## src/hw/sw_types_pkg.sv

```systemverilog
`default_nettype none

package sw_types_pkg;

    // shared sram banks behind one write port
    parameter int NUM_SRAM = 32;

    // bank index into the status table
    typedef logic [4:0] sram_idx_t;

    // destination switch port of a descriptor
    typedef logic [3:0] port_t;

    // packet length in words
    typedef logic [8:0] pkt_len_t;

    // free words left in one bank
    // wider than a length so a full bank fits
    typedef logic [10:0] space_t;

    // packets currently held by a bank
    typedef logic [8:0] amount_t;

    // matcher scan tick, also used for the threshold
    typedef logic [4:0] tick_t;

endpackage

`default_nettype wire

```

## src/hw/sw_ctrl_pkg.sv

```systemverilog
`default_nettype none

package sw_ctrl_pkg;

    // bank selection engine
    typedef enum logic [1:0] {
        // waiting for match_enable
        MATCH_IDLE = 2'd0,
        // walking the banks
        MATCH_SCAN = 2'd1,
        // match_suc cycle
        MATCH_DONE = 2'd2
    } match_state_e;

    // descriptor dispatcher
    typedef enum logic [1:0] {
        // queue watch
        DISP_IDLE  = 2'd0,
        // allocation pulse out, status table books it
        DISP_LOAD  = 2'd1,
        // match_enable held
        DISP_MATCH = 2'd2,
        // one idle cycle before the next pop
        DISP_GAP   = 2'd3
    } disp_state_e;

endpackage

`default_nettype wire

```

## src/hw/wr_request_fifo.sv

```systemverilog
`default_nettype none
`timescale 1ns/1ps

module wr_request_fifo #(
    parameter int FIFO_DEPTH = 8
) (
    input  wire                       clk,
    input  wire                       rst_n,
    input  wire                       push,
    input  wire sw_types_pkg::port_t    push_dest_port,
    input  wire sw_types_pkg::pkt_len_t push_length,
    input  wire                       pop,
    output sw_types_pkg::port_t         head_dest_port,
    output sw_types_pkg::pkt_len_t      head_length,
    output logic                      empty,
    output logic                      full,
    output logic                      drop
);
    import sw_types_pkg::*;

    localparam int AW = $clog2(FIFO_DEPTH);

    // descriptor storage, no reset needed
    port_t    mem_port [FIFO_DEPTH];
    pkt_len_t mem_len  [FIFO_DEPTH];

    logic [AW-1:0] wr_ptr;
    logic [AW-1:0] rd_ptr;
    // one extra bit so full and empty differ
    logic [AW:0]   count;

    logic do_push;
    logic do_pop;

    assign empty = (count == '0);
    assign full  = (count == (AW+1)'(FIFO_DEPTH));

    // a push while full is lost
    assign do_push = push && !full;
    assign do_pop  = pop && !empty;

    // show-ahead head entry
    assign head_dest_port = mem_port[rd_ptr];
    assign head_length    = mem_len[rd_ptr];

    always_ff @(posedge clk) begin
        if (do_push) begin
            mem_port[wr_ptr] <= push_dest_port;
            mem_len[wr_ptr]  <= push_length;
        end
    end

    always_ff @(posedge clk) begin
        if (!rst_n) begin
            wr_ptr <= '0;
            rd_ptr <= '0;
            count  <= '0;
            drop   <= 1'b0;
        end else begin
            // pointers wrap on the power of two depth
            if (do_push) begin
                wr_ptr <= wr_ptr + 1'b1;
            end
            if (do_pop) begin
                rd_ptr <= rd_ptr + 1'b1;
            end
            case ({do_push, do_pop})
                2'b10:   count <= count + 1'b1;
                2'b01:   count <= count - 1'b1;
                default: count <= count;
            endcase
            // one cycle drop strobe
            drop <= push && full;
        end
    end

    // dispatcher only pops a visible head
    a_no_pop_empty: assert property (
        @(posedge clk) disable iff (!rst_n) !(pop && empty)
    );

endmodule

`default_nettype wire

```

## src/hw/sram_status_table.sv

```systemverilog
`default_nettype none
`timescale 1ns/1ps

module sram_status_table (
    input  wire                         clk,
    input  wire                         rst_n,
    input  wire                         stat_wr,
    input  wire sw_types_pkg::sram_idx_t  stat_sram,
    input  wire                         stat_accessible,
    input  wire sw_types_pkg::space_t     stat_free_space,
    input  wire sw_types_pkg::amount_t    stat_packet_amount,
    input  wire                         scan_enable,
    output sw_types_pkg::sram_idx_t       matching_sram,
    output logic                        accessible,
    output sw_types_pkg::space_t          free_space,
    output sw_types_pkg::amount_t         packet_amount,
    input  wire                         alloc_valid,
    input  wire sw_types_pkg::sram_idx_t  alloc_sram,
    input  wire sw_types_pkg::pkt_len_t   alloc_length
);
    import sw_types_pkg::*;

    // per bank status
    logic    bank_acc  [NUM_SRAM];
    space_t  bank_free [NUM_SRAM];
    amount_t bank_amt  [NUM_SRAM];

    sram_idx_t scan_ptr;

    // scan pointer counts enable cycles
    // held at bank 0 between matches
    always_ff @(posedge clk) begin
        if (!rst_n) begin
            scan_ptr <= '0;
        end else if (!scan_enable) begin
            scan_ptr <= '0;
        end else begin
            // wraps through all 32 banks
            scan_ptr <= scan_ptr + 1'b1;
        end
    end

    // bank under the pointer, read straight out
    assign matching_sram = scan_ptr;
    assign accessible    = bank_acc[scan_ptr];
    assign free_space    = bank_free[scan_ptr];
    assign packet_amount = bank_amt[scan_ptr];

    always_ff @(posedge clk) begin
        if (!rst_n) begin
            // all banks start closed and empty
            for (int i = 0; i < NUM_SRAM; i++) begin
                bank_acc[i]  <= 1'b0;
                bank_free[i] <= '0;
                bank_amt[i]  <= '0;
            end
        end else begin
            // book the granted packet
            if (alloc_valid) begin
                bank_free[alloc_sram] <= bank_free[alloc_sram] - space_t'(alloc_length);
                bank_amt[alloc_sram]  <= bank_amt[alloc_sram] + 1'b1;
            end
            // host write comes last, so it wins on the same bank
            if (stat_wr) begin
                bank_acc[stat_sram]  <= stat_accessible;
                bank_free[stat_sram] <= stat_free_space;
                bank_amt[stat_sram]  <= stat_packet_amount;
            end
        end
    end

    // matcher only picks banks that had room
    a_alloc_fits: assert property (
        @(posedge clk) disable iff (!rst_n)
        alloc_valid |-> (bank_free[alloc_sram] >= space_t'(alloc_length))
    );

endmodule

`default_nettype wire

```

## src/hw/port_wr_sram_matcher.sv

```systemverilog
`default_nettype none
`timescale 1ns/1ps

module port_wr_sram_matcher (
    input  wire                         clk,
    input  wire                         rst_n,
    input  wire sw_types_pkg::tick_t      match_threshold,
    input  wire sw_types_pkg::port_t      new_dest_port,
    input  wire sw_types_pkg::pkt_len_t   new_length,
    input  wire                         match_enable,
    output logic                        match_suc,
    input  wire sw_types_pkg::sram_idx_t  matching_sram,
    output sw_types_pkg::sram_idx_t       matching_best_sram,
    output logic                        update_matched_sram,
    input  wire                         accessible,
    input  wire sw_types_pkg::space_t     free_space,
    input  wire sw_types_pkg::amount_t    packet_amount,
    output sw_ctrl_pkg::match_state_e     match_state
);
    import sw_types_pkg::*;
    import sw_ctrl_pkg::*;

    // running search state
    logic    matching_find;
    tick_t   matching_tick;
    amount_t max_amount;

    logic eligible;
    logic better;
    logic succeed;

    // bank must be open and hold the whole packet
    assign eligible = accessible && (free_space >= space_t'(new_length));
    // ties move to the later bank
    assign better   = eligible && (packet_amount >= max_amount);

    // threshold reached with a candidate in hand
    assign succeed  = (match_state == MATCH_SCAN) && matching_find &&
                      (matching_tick >= match_threshold);

    // best found, still waiting on the tick
    assign update_matched_sram = match_enable && !match_suc && matching_find;

    always_ff @(posedge clk) begin
        if (!rst_n) begin
            match_state <= MATCH_IDLE;
            match_suc   <= 1'b0;
        end else begin
            case (match_state)
                MATCH_IDLE: begin
                    if (match_enable) begin
                        match_state <= MATCH_SCAN;
                    end
                end
                MATCH_SCAN: begin
                    if (succeed) begin
                        match_suc   <= 1'b1;
                        match_state <= MATCH_DONE;
                    end else if (!match_enable) begin
                        // request withdrawn mid scan
                        match_state <= MATCH_IDLE;
                    end
                end
                MATCH_DONE: begin
                    // single cycle success pulse
                    match_suc   <= 1'b0;
                    match_state <= MATCH_IDLE;
                end
                default: begin
                    match_state <= MATCH_IDLE;
                end
            endcase
        end
    end

    // tick follows the scan pointer but sticks at 31
    always_ff @(posedge clk) begin
        if (!rst_n) begin
            matching_tick <= '0;
        end else if (!match_enable) begin
            matching_tick <= '0;
        end else if (matching_tick != '1) begin
            matching_tick <= matching_tick + 1'b1;
        end
    end

    always_ff @(posedge clk) begin
        if (!rst_n) begin
            matching_find <= 1'b0;
            max_amount    <= '0;
        end else if (!match_enable || match_suc) begin
            matching_find <= 1'b0;
            max_amount    <= '0;
        end else if (better && !succeed) begin
            // bank under the pointer is the new best
            // frozen on the success edge so the result covers earlier banks only
            max_amount    <= packet_amount;
            matching_find <= 1'b1;
        end
    end

    // best index is payload, no reset
    always_ff @(posedge clk) begin
        if (match_enable && !match_suc && better && !succeed) begin
            matching_best_sram <= matching_sram;
        end
    end

    // success only after a candidate was latched into the best index
    a_suc_has_find: assert property (
        @(posedge clk) disable iff (!rst_n)
        match_suc |-> ($past(matching_find) && !$isunknown(matching_best_sram))
    );

    // dispatcher keeps the descriptor still for the whole scan
    a_desc_stable: assert property (
        @(posedge clk) disable iff (!rst_n)
        (match_enable && $past(match_enable)) |->
            ($stable(new_dest_port) && $stable(new_length))
    );

endmodule

`default_nettype wire

```

## src/hw/wr_dispatch_ctrl.sv

```systemverilog
`default_nettype none
`timescale 1ns/1ps

module wr_dispatch_ctrl (
    input  wire                         clk,
    input  wire                         rst_n,
    input  wire                         empty,
    input  wire sw_types_pkg::port_t      head_dest_port,
    input  wire sw_types_pkg::pkt_len_t   head_length,
    output logic                        pop,
    output logic                        match_enable,
    output sw_types_pkg::port_t           new_dest_port,
    output sw_types_pkg::pkt_len_t        new_length,
    input  wire                         match_suc,
    input  wire sw_types_pkg::sram_idx_t  matching_best_sram,
    output logic                        alloc_valid,
    output sw_types_pkg::sram_idx_t       alloc_sram,
    output sw_types_pkg::port_t           alloc_dest_port,
    output sw_types_pkg::pkt_len_t        alloc_length
);
    import sw_types_pkg::*;
    import sw_ctrl_pkg::*;

    disp_state_e state;

    // take the head as soon as we are free
    assign pop = (state == DISP_IDLE) && !empty;

    always_ff @(posedge clk) begin
        if (!rst_n) begin
            state        <= DISP_IDLE;
            match_enable <= 1'b0;
            alloc_valid  <= 1'b0;
        end else begin
            // default low, pulses below
            alloc_valid <= 1'b0;
            case (state)
                DISP_IDLE: begin
                    if (!empty) begin
                        match_enable <= 1'b1;
                        state        <= DISP_MATCH;
                    end
                end
                DISP_MATCH: begin
                    if (match_suc) begin
                        // enable drops with the allocation pulse
                        match_enable <= 1'b0;
                        alloc_valid  <= 1'b1;
                        state        <= DISP_LOAD;
                    end
                end
                DISP_LOAD: begin
                    // status table books the bank this cycle
                    state <= DISP_GAP;
                end
                DISP_GAP: begin
                    state <= DISP_IDLE;
                end
                default: begin
                    state <= DISP_IDLE;
                end
            endcase
        end
    end

    // descriptor latched with the pop
    always_ff @(posedge clk) begin
        if (pop) begin
            new_dest_port <= head_dest_port;
            new_length    <= head_length;
        end
    end

    // allocation payload, held until the next grant
    always_ff @(posedge clk) begin
        if ((state == DISP_MATCH) && match_suc) begin
            alloc_sram      <= matching_best_sram;
            alloc_dest_port <= new_dest_port;
            alloc_length    <= new_length;
        end
    end

    // idle means the matcher is released
    a_idle_no_enable: assert property (
        @(posedge clk) disable iff (!rst_n) (state == DISP_IDLE) |-> !match_enable
    );

endmodule

`default_nettype wire

```

## src/hw/port_wr_frontend.sv

```systemverilog
`default_nettype none
`timescale 1ns/1ps

module port_wr_frontend #(
    parameter int FIFO_DEPTH = 8
) (
    input  wire                         clk,
    input  wire                         rst_n,
    input  wire                         req_valid,
    input  wire sw_types_pkg::port_t      req_dest_port,
    input  wire sw_types_pkg::pkt_len_t   req_length,
    input  wire sw_types_pkg::tick_t      match_threshold,
    input  wire                         stat_wr,
    input  wire sw_types_pkg::sram_idx_t  stat_sram,
    input  wire                         stat_accessible,
    input  wire sw_types_pkg::space_t     stat_free_space,
    input  wire sw_types_pkg::amount_t    stat_packet_amount,
    output logic                        alloc_valid,
    output sw_types_pkg::sram_idx_t       alloc_sram,
    output sw_types_pkg::port_t           alloc_dest_port,
    output sw_types_pkg::pkt_len_t        alloc_length,
    output logic                        req_full,
    output logic                        req_drop
);
    import sw_types_pkg::*;

    // queue head to dispatcher
    port_t     head_dest_port;
    pkt_len_t  head_length;
    logic      empty;
    logic      pop;

    // dispatcher to matcher
    logic      match_enable;
    port_t     new_dest_port;
    pkt_len_t  new_length;
    logic      match_suc;
    sram_idx_t matching_best_sram;

    // status table read port
    sram_idx_t matching_sram;
    logic      accessible;
    space_t    free_space;
    amount_t   packet_amount;

    wr_request_fifo #(
        .FIFO_DEPTH (FIFO_DEPTH)
    ) u_fifo (
        .clk            (clk),
        .rst_n          (rst_n),
        .push           (req_valid),
        .push_dest_port (req_dest_port),
        .push_length    (req_length),
        .pop            (pop),
        .head_dest_port (head_dest_port),
        .head_length    (head_length),
        .empty          (empty),
        .full           (req_full),
        .drop           (req_drop)
    );

    wr_dispatch_ctrl u_disp (
        .clk                (clk),
        .rst_n              (rst_n),
        .empty              (empty),
        .head_dest_port     (head_dest_port),
        .head_length        (head_length),
        .pop                (pop),
        .match_enable       (match_enable),
        .new_dest_port      (new_dest_port),
        .new_length         (new_length),
        .match_suc          (match_suc),
        .matching_best_sram (matching_best_sram),
        .alloc_valid        (alloc_valid),
        .alloc_sram         (alloc_sram),
        .alloc_dest_port    (alloc_dest_port),
        .alloc_length       (alloc_length)
    );

    // debug outputs of the matcher left open
    port_wr_sram_matcher u_match (
        .clk                 (clk),
        .rst_n               (rst_n),
        .match_threshold     (match_threshold),
        .new_dest_port       (new_dest_port),
        .new_length          (new_length),
        .match_enable        (match_enable),
        .match_suc           (match_suc),
        .matching_sram       (matching_sram),
        .matching_best_sram  (matching_best_sram),
        .update_matched_sram (),
        .accessible          (accessible),
        .free_space          (free_space),
        .packet_amount       (packet_amount),
        .match_state         ()
    );

    sram_status_table u_stat (
        .clk                (clk),
        .rst_n              (rst_n),
        .stat_wr            (stat_wr),
        .stat_sram          (stat_sram),
        .stat_accessible    (stat_accessible),
        .stat_free_space    (stat_free_space),
        .stat_packet_amount (stat_packet_amount),
        .scan_enable        (match_enable),
        .matching_sram      (matching_sram),
        .accessible         (accessible),
        .free_space         (free_space),
        .packet_amount      (packet_amount),
        .alloc_valid        (alloc_valid),
        .alloc_sram         (alloc_sram),
        .alloc_length       (alloc_length)
    );

endmodule

`default_nettype wire

```

## config.mk

```make
export PLATFORM = sky130hd
export DESIGN_NAME = port_wr_frontend
export DESIGN_NICKNAME = d
export VERILOG_FILES = /design/src/hw/sw_types_pkg.sv /design/src/hw/sw_ctrl_pkg.sv /design/src/hw/wr_request_fifo.sv /design/src/hw/sram_status_table.sv /design/src/hw/port_wr_sram_matcher.sv /design/src/hw/wr_dispatch_ctrl.sv /design/src/hw/port_wr_frontend.sv
export SDC_FILE = /design/constraint.sdc
export NUM_CORES = 2
export LEC_CHECK = 0
export BUFFER_PORTS_ARGS = -buffer_cell sky130_fd_sc_hd__buf_2
export CAP_MARGIN = 10
export CORE_MARGIN = 2
export CORE_UTILIZATION = 35
export CTS_CLUSTER_SIZE = 25
export DETAILED_ROUTE_END_ITERATION = 6
export GPL_TIMING_DRIVEN = 0
export SLEW_MARGIN = 20
export SYNTH_ARGS = -nofsm -noshare
export SYNTH_HDL_FRONTEND = slang
export SYNTH_SLANG_ARGS = --single-unit
```

## constraint.sdc

```tcl
create_clock -name clk -period 9.3 [get_ports clk]
set_input_delay 0.465 -clock clk [delete_from_list [all_inputs] [get_ports clk]]
set_output_delay 0.465 -clock clk [all_outputs]
set_load 0.005 [all_outputs]
```

### Yosys cells after proc, flatten, opt, wreduce, memory -nomap -nowiden

Memories as Yosys holds them, arrays and structs flattened. A register that Yosys moved wholly into a read port is not among the register bits.
Cells that the tools add are included.

* add/subtract/negate cells: 8
* magnitude comparators: 3
* equality and inequality tests: 14
* multiplexer cells: 43
* bitwise operators: 1
* reductions and logical operators: 37

Operators by type and width (count)
* $mux 5: 10
* $mux 11: 2
* $reduce_or 11->1: 2
* $mux 1: 19
* $mux 9: 2
* $reduce_or 9->1: 2
* $logic_and 1x1->1: 13
* $ge 11x9->1: 1
* $sub 11x9->11: 1
* $add 5x1->5 const B: 2
* $mux 2: 5
* $reduce_and 2->1: 5
* $add 9x1->9 const B: 1
* $ge 9x9->1: 1
* $eq 2x2->1 const B: 4
* $pmux 2 s4: 1
* $pmux 4 s2: 1
* $add 3x1->3 const B: 2
* $eq 2x1->1 const B: 3
* $reduce_bool 2->1: 3
* $ge 5x5->1: 1
* $logic_not 1->1: 5
* $ne 5x5->1 const B: 1
* $add 4x1->4 const B: 1
* 14 further kinds: 18

* register bits: 61
* bits in writable memories: 776
* input port bits: 48
* output and inout port bits: 21
* word-level logic and storage cells: 128
* memories kept: 5

Memories
* u_stat.bank_free: words 32, width 11, read ports 2, clocked after Yosys merged registers in 2, wr ports 32, RTL line sram_status_table.sv:25 `space_t bank_free [NUM_SRAM];`
* u_stat.bank_amt: words 32, width 9, read ports 2, clocked after Yosys merged registers in 2, wr ports 32, RTL line sram_status_table.sv:26 `amount_t bank_amt [NUM_SRAM];`
* u_fifo.mem_len: words 8, width 9, read ports 1, clocked after Yosys merged registers in 1, wr ports 1, RTL line wr_request_fifo.sv:25 `pkt_len_t mem_len [FIFO_DEPTH];`
* u_fifo.mem_port: words 8, width 4, read ports 1, clocked after Yosys merged registers in 1, wr ports 1, RTL line wr_request_fifo.sv:24 `port_t mem_port [FIFO_DEPTH];`
* u_stat.bank_acc: words 32, width 1, read ports 1, clocked after Yosys merged registers in 1, wr ports 32, RTL line sram_status_table.sv:24 `logic bank_acc [NUM_SRAM];`

### Logic depth before layout (Yosys ltp)

* word-level depth: 6
* depth in mapped cells: 20
* gate-level depth less buffers: 13

### By module

Synthesis repeated with hierarchy kept, for this count alone.

* cells, all modules: 3437
* area, all modules: 46331.9 um2

Modules (own cells, without submodules)
* sram_status_table: instances 1, cells an instance 2990, area an instance 39037.4 um2, seq. area each 19959.1 um2
* wr_request_fifo: instances 1, cells an instance 226, area an instance 4621.9 um2, seq. area each 3403.3 um2
* port_wr_sram_matcher: instances 1, cells an instance 166, area an instance 1516.5 um2, seq. area each 510.5 um2
* wr_dispatch_ctrl: instances 1, cells an instance 55, area an instance 1156.1 um2, seq. area each 1011.0 um2

### Least setup slack after synthesis

Ideal clock, no wire load.

* path type: register -> register
* start: reg (tool-made name)
* end: mem u_stat.bank_free[11][10] (netlist name) (data pin)
* setup time: 263 ps
* data arrival time: 4715 ps
* required time: 9037 ps
* slack: 4323 ps
* stages on the path, launching flop included: 21
* buffers on the path: 7
* period minus slack after synthesis: 4977 ps
* cells stage by stage: dfxtp_1 buf_6 buf_6 buf_6 buf_2 clkbuf_1 clkbuf_1 mux4_2 mux4_2 mux2i_1 ha_1 inv_1 fa_1 a21o_1 a21oi_1 o21ai_0 a211oi_1 o211ai_4 xnor2_4 buf_6 o21ai_2

RTL lines (RTL line)
* to (decl): sram_status_table.sv:25

==> impl_results.md <==
- First-pass GRT wire length: 239000 um
- Crit-path leading delay family: buffers and inverters
- Root Buffer: clkbuf_16
- Bufs and invs on worst path: 8
- Syn. warnings: 0
- FP Rows: between 100 and 150
- Sequential cell area: 24920 um^2
- DRC errors left: 0
- Sequential area share after synthesis: 0.5327
- Largest fanout on the critical path: 10
- Synthesized flop and latch total: 855
- Vias: roughly 34k
- Unrepaired setup endpoints after global routing: no
- Status: finished, final reports clean
- Drt total wl: 171300 um
- Final setup violation count: 0
- Die W: 369.6 um
- # IOs: 69
- Setup slack, reg-to-reg: 1.34 ns
- Port bufs: 68
- Avg Cell Area, Syn: roughly 14 um^2
- Relative slew slack: 0.1841
- Worst-path cell chain: buf_6 -> buf_6 -> buf_6 -> buf_2 -> clkbuf_1 -> clkbuf_1 -> mux4_2 -> mux4_2 -> mux2i_1 -> ha_1 -> inv_1 -> fa_1 -> a21o_1 -> a21oi_1 -> o21ai_0 -> a211oi_1 -> o211ai_4 -> xnor2_4 -> buf_6 -> o21ai_2
- R2R cell count: 20
- Cells after Synth: 3379
- Resize count post-CTS: 0
- Initial core utilization: 0.3515
- Area Overhead vs Synth: 14.08%
- Cell depth of the worst setup path: 20
- Critical path class: flip-flop to flip-flop
- Worst stage delay on the critical path: 0.94 ns
- Antenna-violating nets left: 0
- Crit path required time: 9.73 ns
- Worst vdd ir: approximately 160 uV
- Multi-input gate area: 20040 um^2
- Vias in the first global route: 32.35k
- Nets@finish: 3701
- Clock Tree Buf Depth: 3
- Placeable Area: 133100 um^2
- Clock latency on the worst-skew pair: 0.72 ns
- Hold Fails Final Rpt: 0
- Tcrit/Tclk final: 0.8554
- Drt via density: 6.222
- Synthesized net count: 3474
- Largest net degree at the start of global routing: 21
- Die height: 369.6 um
- GPL Wtd Cong: approximately 0.97
- Hold WC Path Type: input pin to flip-flop
- Clock skew: 0.03188 ns
- Fmax: 0.1257 GHz
- Final max-slew violation count: 0
- Total power: 9825 uW
- Worst path most repeated cell: buf_6
- DP HPWL: 132200 um
- GRT Util Overall: 0.2463
- Final Cell Area: 53370 um^2
- Cell Pwr Density: roughly 180 nW/um^2
- Ys async rst share: 0
- Clk slew on worst S/H paths: 0.06 ns
- EDFF count, synth: 780
- CP max stage cell: clkbuf_1
- Max-Cap Viols: 0
- CP Capture Type: flip-flop
- Crit path launch type: flip-flop
- RR Endpoint: u_stat.bank_free[26][10]$_DFFE_PP_
- Layout cells sized above 1: 0.2552
- Post-Layout Cell Count: 5450
- CTS H-tree lvls: 3
- Worst-Margin Slew: 1.224 ns
- Worst path arrival time: 8.39 ns
- Final Critical Period: 7.956 ns
- Library cells used by synthesis: 66
- Die Area: approximately 140000 um^2
- Static Leakage: 0.01798 uW
- Routed wire per std cell: 31.43 um
- Setup crit end: u_stat.bank_free[26][10]$_DFFE_PP_
- CTS Buf Count: 88
- Cell Area, Placed: 50060 um^2
- Ys flop type: edfxtp_1
- Drt pass-1 iters: 6
- Mapped Area: ~47000 um^2
- Fillers: between 10k and 15k
- Clk sinks: 855
- Setup total negative slack: 0 ns
- Antenna violations before repair: 8
- Initial DRC count: 5390
- Grt total ovfl: 0
- CTS tree: done
- DP Cell Count: 5281
[through the flow]
step                      hold WS [ns]  worst slack (ns)  utilization
after floorplan                 0.4003             4.323            -
after global placement          0.4005             1.767       0.3706
after detailed placement        0.4093             1.716       0.3760
after CTS                     0.003128             1.687       0.4006
after global routing           0.04227             1.315       0.4009
final                          0.04880             1.344       0.4009
[synth_stat cells, types with 10 or more instances]
| cell type | instances | area share |
|---|---|---|
| nor2_1 | 121 | 0.0097 |
| xor2_1 | 14 | 0.0026 |
| nor3_1 | 27 | 0.0029 |
| buf_2 | 63 | 0.0067 |
| or2_2 | 34 | 0.0045 |
| o21ai_2 | 20 | 0.0037 |
| mux2i_1 | 68 | 0.015 |
| o211ai_1 | 12 | 0.0019 |
| nand2_1 | 430 | 0.034 |
| clkbuf_1 | 287 | 0.023 |
| edfxtp_1 | 780 | 0.50 |
| a21oi_1 | 47 | 0.0050 |
| a22o_1 | 390 | 0.073 |
| a22oi_1 | 12 | 0.0019 |
| o21ai_0 | 171 | 0.018 |
| buf_1 | 18 | 0.0014 |
| mux2_2 | 40 | 0.0096 |
| o21ai_1 | 10 | 0.0011 |
| nand3_1 | 32 | 0.0034 |
| xnor2_1 | 10 | 0.0019 |
| ha_1 | 45 | 0.012 |
| o31ai_1 | 37 | 0.0059 |
| buf_6 | 18 | 0.0043 |
| dfxtp_1 | 75 | 0.032 |
| o31ai_2 | 60 | 0.016 |
| mux4_2 | 377 | 0.18 |
| nand3b_1 | 24 | 0.0039 |
| inv_1 | 46 | 0.0037 |
[worst min path at each step]
stage | start | end | slack [ns] | depth (start not counted)
floorplan | u_disp.new_dest_port[0]$_DFFE_PP_ | u_disp.alloc_dest_port[0]$_DFFE_PP_ | 0.40 | 0
detailed placement | u_disp.new_dest_port[0]$_DFFE_PP_ | u_disp.alloc_dest_port[0]$_DFFE_PP_ | 0.41 | 0
finish | req_length[3] | u_fifo.mem_len[4][3]$_DFFE_PP_ | 0.05 | 1
global route | req_length[4] | u_fifo.mem_len[4][4]$_DFFE_PP_ | 0.04 | 1
global placement | u_disp.new_dest_port[2]$_DFFE_PP_ | u_disp.alloc_dest_port[2]$_DFFE_PP_ | 0.40 | 0
CTS | req_length[4] | u_fifo.mem_len[4][4]$_DFFE_PP_ | 0.003 | 1
[logic make-up after synthesis]
kind of cell	share of synthesized area
xor+xnor	0.005081
mux	0.2071
simple gates	0.06744
buf+inv	0.04027
flops	0.5327
fa+ha+maj	0.01289
compound gates	0.1345
[what timing repair did]
item	4_1_cts	5_1_grt
endpoints found under the hold margin	1	0
buffers inserted	0	0
hold buffers	1	0
endpoints found under the setup margin	0	0
[cell usage in the layout, fill, tap and decap left out, types with 14 or more instances in the layout]
master     instances
nor3_1            22
nand3_1           30
mux4_2           377
mux2_2            40
nand3b_1          24
inv_1             46
ha_1              45
nand2_1          430
clkbuf_1         293
buf_8             17
buf_1             15
buf_4             49
o31ai_2           60
buf_6             24
a21oi_1           47
edfxtp_1         780
buf_2            133
xor2_1            14
or2_2             34
nor2_1           118
dfxtp_1           75
a22o_1           390
o21ai_2           20
o31ai_1           37
o21ai_0          171
clkbuf_16         89
bufinv_16         18
mux2i_1           68
[power by group]
group | switching (uW) | leakage [uW] | internal, uW
clock | 1670 | 0.00157 | 2370
sequential | 115 | 0.00848 | 4400
combinational | 764 | 0.00792 | 505
[sequential cells by signal (all words and copies together) (netlist names), 4 cells and up, named ones only]
register and count:
u_match.max_amount 9, u_match.matching_best_sram 5, u_fifo.mem_port 32, u_disp.new_length 9, u_stat.bank_free 352, u_stat.bank_acc 32, u_disp.alloc_dest_port 4, u_fifo.count 4
u_fifo.mem_len 72, u_disp.new_dest_port 4, u_stat.matching_sram 5, u_stat.bank_amt 288, u_match.matching_tick 5, u_disp.alloc_length 9, u_disp.alloc_sram 5
[routing by layer]
layer	vias to the layer above	wire [um]	track usage
met4	6	5713	0.08357
li1	13895	-	-
met5	-	68	0
met2	2335	77190	0.3791
met1	17391	65960	0.3299
met3	284	22370	0.07560
[final cells by class]
type                       count  share of cell area
tap                         1768             0.04144
antenna                        3           0.0001407
multi-input combinational   2085              0.3755
clock inverter                52             0.01582
timing repair buffer         137             0.01927
sequential                   855              0.4670
clock buffer                 111             0.04534
inverter                      47            0.003305
buffer                       392             0.03219
Power figures use the tool's default switching activity.
